$ cat config.mk
export PLATFORM = sky130hd
export DESIGN_NAME = pipe_trace_top
export DESIGN_NICKNAME = d
export VERILOG_FILES = /design/src/design/trace_pkg.sv /design/src/design/stage_if.sv /design/src/design/stage_tracker.sv /design/src/design/record_store.sv /design/src/design/retire_fifo.sv /design/src/design/apb_trace_regs.sv /design/src/design/pipe_trace_top.sv
export SDC_FILE = /design/constraint.sdc
export NUM_CORES = 2
export LEC_CHECK = 0
export BUFFER_PORTS_ARGS = -buffer_cell sky130_fd_sc_hd__clkbuf_2
export CORE_MARGIN = 5
export CORE_UTILIZATION = 35
export DETAILED_ROUTE_END_ITERATION = 8
export SYNTH_ARGS = -nofsm -noshare
export SYNTH_HDL_FRONTEND = slang
export SYNTH_HIERARCHICAL = 1
export SYNTH_SLANG_ARGS = --single-unit
$ cat constraint.sdc
create_clock -name clk -period 8.59 [get_ports clk]
set_input_delay 0.859 -clock clk [delete_from_list [all_inputs] [get_ports clk]]
set_output_delay 0.859 -clock clk [all_outputs]
set_load 0.02 [all_outputs]
$ cat src/design/trace_pkg.sv
// Record fields follow the APB word layout. The tag field is 8 bits, so ID_W must not exceed 8.
`default_nettype none

package trace_pkg;

    ////////////////////////////////////////
    // Stage value and retirement record.
    ////////////////////////////////////////

    localparam int VAL_W = 16;                  // Width of every stage value.

    typedef logic [VAL_W-1:0] val_t;

    // Order matches REC0, REC1 and REC2 from the top down.
    typedef struct packed {
        val_t       pc;                         // Written by fetch.
        val_t       instr;                      // Written by decode.
        val_t       result;                     // Written by execute.
        val_t       addr;                       // Written by memory.
        val_t       data;                       // Taken live from write-back.
        logic [7:0] tag;                        // Zero extended instruction tag.
        logic [6:0] stall_cycles;               // Decode stall count, saturating.
        logic       halt;                       // Instruction was the halt.
    } retire_rec_t;

    ////////////////////////////////////////
    // APB register map, byte offsets.
    ////////////////////////////////////////

    localparam logic [4:0] STATUS_ADDR = 5'h00; // Not empty, level, done.
    localparam logic [4:0] DROP_ADDR   = 5'h04; // Dropped record count.
    localparam logic [4:0] REC0_ADDR   = 5'h08; // pc and instr.
    localparam logic [4:0] REC1_ADDR   = 5'h0C; // result and addr.
    localparam logic [4:0] REC2_ADDR   = 5'h10; // data, tag, stalls, halt. Read pops.
    localparam logic [4:0] CTRL_ADDR   = 5'h14; // Bit 0 clears the drop count.

endpackage

`default_nettype wire

$ cat src/design/stage_if.sv
// Carries no clock. Every signal is a register output of the tracker.
`timescale 1ns/1ns
`default_nettype none

interface stage_if #(
    parameter int ID_W = 4                      // Tag width.
);

    // Per stage valids.
    logic            fetch_v;
    logic            decode_v;
    logic            exec_v;
    logic            mem_v;
    logic            wb_v;

    // Per stage tags.
    logic [ID_W-1:0] fetch_tag;
    logic [ID_W-1:0] decode_tag;
    logic [ID_W-1:0] exec_tag;
    logic [ID_W-1:0] mem_tag;
    logic [ID_W-1:0] wb_tag;

    logic            stall_q;                   // Stall of the previous edge.
    logic            halt_seen;                 // Sticky once a halt left decode.

    modport tracker (
        output fetch_v, decode_v, exec_v, mem_v, wb_v,
        output fetch_tag, decode_tag, exec_tag, mem_tag, wb_tag,
        output stall_q, halt_seen
    );

    modport store (
        input fetch_v, decode_v, exec_v, mem_v, wb_v,
        input fetch_tag, decode_tag, exec_tag, mem_tag, wb_tag,
        input stall_q, halt_seen
    );

endinterface

`default_nettype wire

$ cat src/design/stage_tracker.sv
// hlt counts only with decode valid and no stall. After a halt, fetch stays off until reset.
`timescale 1ns/1ns
`default_nettype none

module stage_tracker #(
    parameter int ID_W = 4                      // Tag width, 2^ID_W tags in flight.
) (
    input  logic             clk,
    input  logic             rst_n,             // Synchronous, active low.
    input  logic             stall,             // Freezes fetch and decode.
    input  logic             hlt,               // Instruction in decode is a halt.
    stage_if.tracker         stages
);

    logic halt_now;                             // Halt accepted at this edge.

    // A halt is taken once, when decode moves on.
    assign halt_now = stages.decode_v & ~stall & hlt & ~stages.halt_seen;

    ////////////////////////////////////////
    // Stage shift.
    ////////////////////////////////////////

    always_ff @(posedge clk) begin
        if (!rst_n) begin
            stages.fetch_v    <= 1'b0;
            stages.decode_v   <= 1'b0;
            stages.exec_v     <= 1'b0;
            stages.mem_v      <= 1'b0;
            stages.wb_v       <= 1'b0;
            stages.fetch_tag  <= '0;
            stages.decode_tag <= '0;
            stages.exec_tag   <= '0;
            stages.mem_tag    <= '0;
            stages.wb_tag     <= '0;
            stages.stall_q    <= 1'b0;
            stages.halt_seen  <= 1'b0;
        end else begin
            stages.stall_q <= stall;            // Record store counts on this.

            if (halt_now) begin
                stages.halt_seen <= 1'b1;       // Sticky until reset.
            end

            // Memory and write-back never stall.
            stages.mem_v   <= stages.exec_v;
            stages.mem_tag <= stages.exec_tag;
            stages.wb_v    <= stages.mem_v;
            stages.wb_tag  <= stages.mem_tag;

            if (stall) begin
                // Fetch and decode hold.
                stages.exec_v <= 1'b0;          // Bubble into execute.
            end else begin
                // Tag counter lives in the fetch tag itself.
                stages.fetch_tag <= stages.fetch_tag + ID_W'(stages.fetch_v);
                stages.fetch_v   <= ~(stages.halt_seen | halt_now);

                // The instruction behind a halt is discarded here.
                stages.decode_v   <= stages.fetch_v & ~halt_now;
                stages.decode_tag <= stages.fetch_tag;

                stages.exec_v   <= stages.decode_v;
                stages.exec_tag <= stages.decode_tag;
            end
        end
    end

endmodule

`default_nettype wire

$ cat src/design/record_store.sv
// ID_W at most 8. Stall cycles count decode stalls only. The record is combinational on write-back.
`timescale 1ns/1ns
`default_nettype none

module record_store #(
    parameter int ID_W = 4                      // Tag width, sets the slot count.
) (
    input  logic                   clk,
    input  logic                   rst_n,
    stage_if.store                 stages,
    input  trace_pkg::val_t        fetch_pc,
    input  trace_pkg::val_t        decode_instr,
    input  trace_pkg::val_t        ex_result,
    input  trace_pkg::val_t        mem_addr,
    input  trace_pkg::val_t        wb_data,
    input  logic                   hlt,
    output trace_pkg::retire_rec_t rec,
    output logic                   push
);

    localparam int SLOTS = 1 << ID_W;

    ////////////////////////////////////////
    // Slot storage.
    ////////////////////////////////////////

    trace_pkg::val_t pc_mem     [SLOTS];
    trace_pkg::val_t instr_mem  [SLOTS];
    trace_pkg::val_t result_mem [SLOTS];
    trace_pkg::val_t addr_mem   [SLOTS];
    logic [6:0]      stall_cnt  [SLOTS];        // Decode stall cycles.
    logic            halt_flag  [SLOTS];

    // Stage payloads, one tag per stage per edge.
    always_ff @(posedge clk) begin
        if (stages.fetch_v) begin
            pc_mem[stages.fetch_tag] <= fetch_pc;
        end
        if (stages.decode_v) begin
            instr_mem[stages.decode_tag] <= decode_instr;
        end
        if (stages.exec_v) begin
            result_mem[stages.exec_tag] <= ex_result;
        end
        if (stages.mem_v) begin
            addr_mem[stages.mem_tag] <= mem_addr;
        end
    end

    // Stall count and halt flag per slot.
    always_ff @(posedge clk) begin
        if (!rst_n) begin
            for (int i = 0; i < SLOTS; i++) begin
                stall_cnt[i] <= '0;
                halt_flag[i] <= 1'b0;
            end
        end else begin
            if (stages.fetch_v) begin
                stall_cnt[stages.fetch_tag] <= '0;      // Fresh slot.
            end
            if (stages.decode_v) begin
                halt_flag[stages.decode_tag] <= hlt;    // Last write before leaving wins.
                // stall_q high means decode held this same instruction.
                if (stages.stall_q && stall_cnt[stages.decode_tag] != 7'h7F) begin
                    stall_cnt[stages.decode_tag] <= stall_cnt[stages.decode_tag] + 7'd1;
                end
            end
        end
    end

    ////////////////////////////////////////
    // Retirement record.
    ////////////////////////////////////////

    always_comb begin
        rec              = '0;
        rec.pc           = pc_mem[stages.wb_tag];
        rec.instr        = instr_mem[stages.wb_tag];
        rec.result       = result_mem[stages.wb_tag];
        rec.addr         = addr_mem[stages.wb_tag];
        rec.data         = wb_data;              // Live write-back value.
        rec.tag[ID_W-1:0] = stages.wb_tag;       // Upper tag bits stay zero.
        rec.stall_cycles = stall_cnt[stages.wb_tag];
        rec.halt         = halt_flag[stages.wb_tag];
    end

    assign push = stages.wb_v;                  // One pulse per retiring instruction.

endmodule

`default_nettype wire

$ cat src/design/retire_fifo.sv
// FIFO_DEPTH is a power of two from 2 to 8. A push into a full FIFO is dropped even with a pop.
`timescale 1ns/1ns
`default_nettype none

module retire_fifo #(
    parameter int FIFO_DEPTH = 8
) (
    input  logic                   clk,
    input  logic                   rst_n,
    input  logic                   push,
    input  trace_pkg::retire_rec_t rec_in,
    input  logic                   pop,
    input  logic                   drop_clr,    // Clear wins over a drop.
    output trace_pkg::retire_rec_t head,
    output logic                   empty,
    output logic [3:0]             level,
    output logic [15:0]            drops
);

    localparam int PTR_W = $clog2(FIFO_DEPTH);

    trace_pkg::retire_rec_t mem [FIFO_DEPTH];
    logic [PTR_W-1:0]       wr_ptr;
    logic [PTR_W-1:0]       rd_ptr;
    logic [3:0]             count;
    logic                   full;
    logic                   do_push;
    logic                   do_pop;

    assign full    = (count == 4'(FIFO_DEPTH));
    assign empty   = (count == 4'd0);
    assign do_push = push & ~full;
    assign do_pop  = pop & ~empty;              // Pop of empty is ignored.

    always_ff @(posedge clk) begin
        if (do_push) begin
            mem[wr_ptr] <= rec_in;
        end
    end

    always_ff @(posedge clk) begin
        if (!rst_n) begin
            wr_ptr <= '0;
            rd_ptr <= '0;
            count  <= '0;
            drops  <= '0;
        end else begin
            wr_ptr <= wr_ptr + PTR_W'(do_push);     // Wraps at the depth.
            rd_ptr <= rd_ptr + PTR_W'(do_pop);
            count  <= count + 4'(do_push) - 4'(do_pop);
            if (drop_clr) begin
                drops <= '0;
            end else if (push && full && drops != 16'hFFFF) begin
                drops <= drops + 16'd1;             // Saturates.
            end
        end
    end

    assign head  = mem[rd_ptr];
    assign level = count;

endmodule

`default_nettype wire

$ cat src/design/apb_trace_regs.sv
// No wait states. Read data is captured in the setup phase, so STATUS shows that cycle's state.
`timescale 1ns/1ns
`default_nettype none

module apb_trace_regs (
    input  logic                   clk,
    input  logic                   rst_n,
    input  logic                   psel,
    input  logic                   penable,
    input  logic                   pwrite,
    input  logic [4:0]             paddr,
    input  logic [31:0]            pwdata,
    output logic [31:0]            prdata,
    output logic                   pready,
    output logic                   pslverr,
    input  trace_pkg::retire_rec_t head,
    input  logic                   empty,
    input  logic [3:0]             level,
    input  logic [15:0]            drops,
    input  logic                   done,        // Halt seen and pipeline empty.
    output logic                   pop,
    output logic                   drop_clr
);

    logic        setup;
    logic        access;
    logic        mapped;
    logic [31:0] rd_word;
    logic        pop_ok_q;                      // REC2 read of a non-empty FIFO.

    assign setup  = psel & ~penable;
    assign access = psel & penable;

    ////////////////////////////////////////
    // Address decode and read mux.
    ////////////////////////////////////////

    always_comb begin
        mapped  = 1'b1;
        rd_word = '0;
        case (paddr)
            trace_pkg::STATUS_ADDR: rd_word = {23'd0, done, level, 3'd0, ~empty};
            trace_pkg::DROP_ADDR:   rd_word = {16'd0, drops};
            trace_pkg::REC0_ADDR:   rd_word = empty ? '0 : {head.pc, head.instr};
            trace_pkg::REC1_ADDR:   rd_word = empty ? '0 : {head.result, head.addr};
            trace_pkg::REC2_ADDR: begin
                if (!empty) begin
                    rd_word = {head.data, head.tag, head.stall_cycles, head.halt};
                end
            end
            trace_pkg::CTRL_ADDR:   rd_word = '0;           // Write only.
            default:                mapped  = 1'b0;
        endcase
    end

    // Head cannot change between setup and access, only a pop moves it.
    always_ff @(posedge clk) begin
        if (!rst_n) begin
            prdata   <= '0;
            pop_ok_q <= 1'b0;
        end else if (setup) begin
            prdata   <= pwrite ? '0 : rd_word;
            pop_ok_q <= ~pwrite & ~empty & (paddr == trace_pkg::REC2_ADDR);
        end
    end

    ////////////////////////////////////////
    // Access phase outputs.
    ////////////////////////////////////////

    assign pready   = 1'b1;
    assign pslverr  = access & ~mapped;
    assign pop      = access & pop_ok_q;        // Head leaves after the read.
    assign drop_clr = access & pwrite & (paddr == trace_pkg::CTRL_ADDR) & pwdata[0];

endmodule

`default_nettype wire

$ cat src/design/pipe_trace_top.sv
// No back-pressure to the CPU. Records that meet a full FIFO are dropped and counted. ID_W at most 8.
`timescale 1ns/1ns
`default_nettype none

module pipe_trace_top #(
    parameter int ID_W       = 4,               // Tag width.
    parameter int FIFO_DEPTH = 8                // Power of two, at most 8.
) (
    input  logic            clk,
    input  logic            rst_n,
    // CPU side.
    input  logic            stall,
    input  logic            hlt,
    input  trace_pkg::val_t fetch_pc,
    input  trace_pkg::val_t decode_instr,
    input  trace_pkg::val_t ex_result,
    input  trace_pkg::val_t mem_addr,
    input  trace_pkg::val_t wb_data,
    // APB side.
    input  logic            psel,
    input  logic            penable,
    input  logic            pwrite,
    input  logic [4:0]      paddr,
    input  logic [31:0]     pwdata,
    output logic [31:0]     prdata,
    output logic            pready,
    output logic            pslverr
);

    stage_if #(.ID_W(ID_W)) stages ();

    trace_pkg::retire_rec_t rec;                // Store to FIFO.
    trace_pkg::retire_rec_t head;               // FIFO to APB.
    logic                   push;
    logic                   pop;
    logic                   drop_clr;
    logic                   empty;
    logic                   done;
    logic [3:0]             level;
    logic [15:0]            drops;

    // Done once the halt has drained out of every stage.
    assign done = stages.halt_seen & ~(stages.fetch_v | stages.decode_v | stages.exec_v |
                                       stages.mem_v | stages.wb_v);

    stage_tracker #(.ID_W(ID_W)) u_tracker (
        .clk, .rst_n, .stall, .hlt,
        .stages (stages.tracker)
    );

    record_store #(.ID_W(ID_W)) u_store (
        .clk, .rst_n,
        .stages (stages.store),
        .fetch_pc, .decode_instr, .ex_result, .mem_addr, .wb_data, .hlt,
        .rec, .push
    );

    retire_fifo #(.FIFO_DEPTH(FIFO_DEPTH)) u_fifo (
        .clk, .rst_n, .push,
        .rec_in (rec),
        .pop, .drop_clr, .head, .empty, .level, .drops
    );

    apb_trace_regs u_apb (
        .clk, .rst_n, .psel, .penable, .pwrite, .paddr, .pwdata,
        .prdata, .pready, .pslverr,
        .head, .empty, .level, .drops, .done, .pop, .drop_clr
    );

endmodule

`default_nettype wire

==> flow_summary.yaml <==
global_route:
  use_met3_pct: 3.26
  grt_pass1_vias: 38011
  grt.total_usage_pct: 15.0
  overflow: 0
  grt_pass1_wl_um: 262000
  busiest_layer: "met2"
  grt_max_degree: 152
  use_met1_pct: 21.0
  use_met2_pct: 24.4
  antenna_found_initial: 35
synth:
  yosysUniqueCellTypes: 74
  synth_edf_count: 1904
  synth_area_leaders: "edfxtp_1 (72%), mux4_2 (16%), dfxtp_1 (2.6%), mux2_2 (1.8%), clkbuf_1 (0.60%)"
  syn_inst: 3644
  syn_area_um2: 79100
  yosysSeqAreaShare_pct: 74.8
  synth_seq_cells: 2006
  async_flop_share_pct: 0
  syn_avg_cell_area_um2: 21.7
  synth_top_cell_area_share_pct: 72.3
  synth_top_cell_by_area: "edfxtp_1"
  yosysWarnings: 6
  synth-main-ff-cell: "edfxtp_1"
die:
  io_pins: 158
  core_area_um2: 225000
  die_h_um: 485
  initial_core_util_pct: 35.2
  die-area_um2: 236000
  fp.dieW_um: 485
  rows: 174
sta:
  period_minus_slack_ps: 5530
  final_hold_viol_count: 0
  period_share_pct: 64.4
  tightest_slew_ps: 1260
  worst_slack_ps: 3060
  finalSetupViolations: 0
  rsz0062_at_grt: "no"
  fin_skew_ps: 59.9
  fmaxAchievable_mhz: 181
  drv_slew: 0
  maxSlewHeadroom_pct: 15.8
  tns_ps: 0
clocking:
  cts_resized: 0
  worstSkewPairLatency_ps: 870
  cts_tree: "done"
  clkSinkCount: 2006
  cts-root-buf: "clkbuf_16"
  cts.clk_slew.worst_paths_ps: 60
  cts_setup_buffers: 0
  cts_made_buffers: 199
  clk_path_buf_depth: 3
  ctsHoldBuffers: 0
  htree_levels: 4
pwr:
  leakage_uw: 0.0268
  irDropWorstVdd_mv: 0.178
  power.density_nw_per_um2: 216
setup_path:
  worstSetupEndpointType: "flop"
  path_class: "reg -> reg"
  arrival_ps: 5950
  crit_fanout: 44
  cp.required_ps: 9010
  worstSetupStartpointType: "flop"
detailed_routing:
  vias_per_cell: 5.27
  num_vias: 36978
  avgRoutedWirePerCell_um: 25.5
  drc: 0
  drtAntennaViolNets: 0
  drtIter0Drc: 3572
  dr.pass1.iters: 5
  wl_um: 179000
place:
  portBuffers: 125
  hpwl_um: 102000
  pre_cts_slack_ps: 3190
  gp_routability_congestion: 0.795
  placed_cell_area_um2: 83500
cells_and_area:
  final_common_cell: "edfxtp_1"
  seqCellArea_um2: 59200
  final_nets: 3989
  area_growth_pct: 13.7
  multi_input_area_um2: 19000
  final_area_um2: 89900
  drive_above_1_share_pct: 32.6
  fill_cells: 19577
  layout_common_cells: "edfxtp_1 (1904), mux4_2 (577), clkbuf_16 (200), clkbuf_2 (125), mux2_2 (123)"
  fin_util_pct: 40.0
run_status:
  outcome: "finished, final reports clean"
min_path:
  hold_class: "in -> reg"
job:
  cap_violations: 0
-- layer usage --
metal / vias to the layer above / wire length [um]
met3: 238 / 11900
met1: 19865 / 76900
met4: 20 / 3200
met2: 1112 / 87000
li1: 15743 / -
met5: - / 126
-- final cells by class --
cell class / count / area share [%]
flip-flops and latches: 2006 / 65.9
repair buffers: 238 / 1.71
inverters: 11 / 0.0459
clock inverters: 112 / 1.25
clock buffers: 254 / 5.84
multi-input cells: 1394 / 21.1
well taps: 2992 / 4.16
diodes: 9 / 0.0250
-- Yosys cell counts (3+ instances only) --
cell type  count
edfxtp_1    1904
mux4_2       577
clkbuf_1     126
mux2_2       123
nor2_1       106
dfxtp_1      102
nand2_1       84
nor3_1        53
buf_2         43
mux2i_1       36
nor2b_1       36
a22oi_1       33
buf_4         30
buf_1         29
nand3_1       29
and2_1        28
a21oi_1       27
nand2b_1      27
a221oi_1      20
and3_1        19
nor4_1        18
o21ai_0       18
o221ai_1      17
nand3b_1      16
ha_1          14
inv_1         11
nor3_2        11
or3_1          9
o21ai_2        8
nand4_1        7
or4_1          7
buf_6          6
nor4_2         6
o31ai_1        5
xnor2_1        4
xor2_1         4
o211ai_1       3
o21a_1         3
or3b_2         3
-- registers in the layout (all words and copies together) (netlist names), 3 cells and up --
register,count
u_store/addr_mem,256
u_fifo/rd_ptr,3
u_tracker/stages.decode_tag,4
u_store/halt_flag,16
u_tracker/stages.fetch_tag,4
u_store/stall_cnt,112
u_store/pc_mem,256
u_fifo/wr_ptr,3
u_fifo/mem,768
u_fifo/level,4
u_fifo/drops,16
u_tracker/stages.mem_tag,4
u_store/instr_mem,256
u_tracker/stages.wb_tag,4
u_tracker/stages.exec_tag,4
u_apb/prdata,32
u_store/result_mem,256
-- worst max-delay path, cell delays in order, from the launching register on --
cell	delay (ps)
dfxtp_1	670
nor2b_1	1050
a22oi_1	280
nand2_1	210
ha_1	280
nand2_1	80
o32ai_1	320
nand4_2	280
nor2_4	780
buf_4	570
o221ai_1	530
-- report_power, final --
group          switching [uW]  total (uW)  internal, uW  leakage (uW)
combinational             219         308          89.0       0.00567
sequential               19.2       10700         10700        0.0181
clock                    3710        8420          4720       0.00306
total                    3940       19500         15500        0.0268
-- per-stage QoR --
stage | instances | power [uW] | hold WS, ps
finish | 7016 | 19500 | 291
global route | 7009 | 20100 | 259
CTS | 7007 | 19700 | 213
detailed placement | 6641 | 11200 | 445
global placement | 6641 | 11200 | 437
floorplan | 3647 | 11100 | 466
-- final timing paths --
kind                        endpoint                           start  cells after the start  slack, ps
max reg2reg  u_store/stall_cnt[7][2]  u_tracker/stages.decode_tag[2]                     10       3060
max          u_store/stall_cnt[7][2]  u_tracker/stages.decode_tag[2]                     10       3060
min reg2reg         u_apb/prdata[29]                u_apb/prdata[29]                      2        450
min                u_fifo/mem[5][31]                     wb_data[15]                      1        290
-- cells by family after synthesis --
| family | Yosys count | synth area share (%) |
|---|---|---|
| AOI/OAI and AO/OA | 154 | 1.42 |
| DFF | 2006 | 74.8 |
| other | 2 | 0.00949 |
| xor gates and xnor gates | 10 | 0.130 |
| muxes | 736 | 18.6 |
| adders and majority gates | 15 | 0.247 |
| and+or+nand+nor | 474 | 3.25 |
| buffers and inverters | 247 | 1.47 |
No activity file was read; power rests on OpenSTA's default activity.
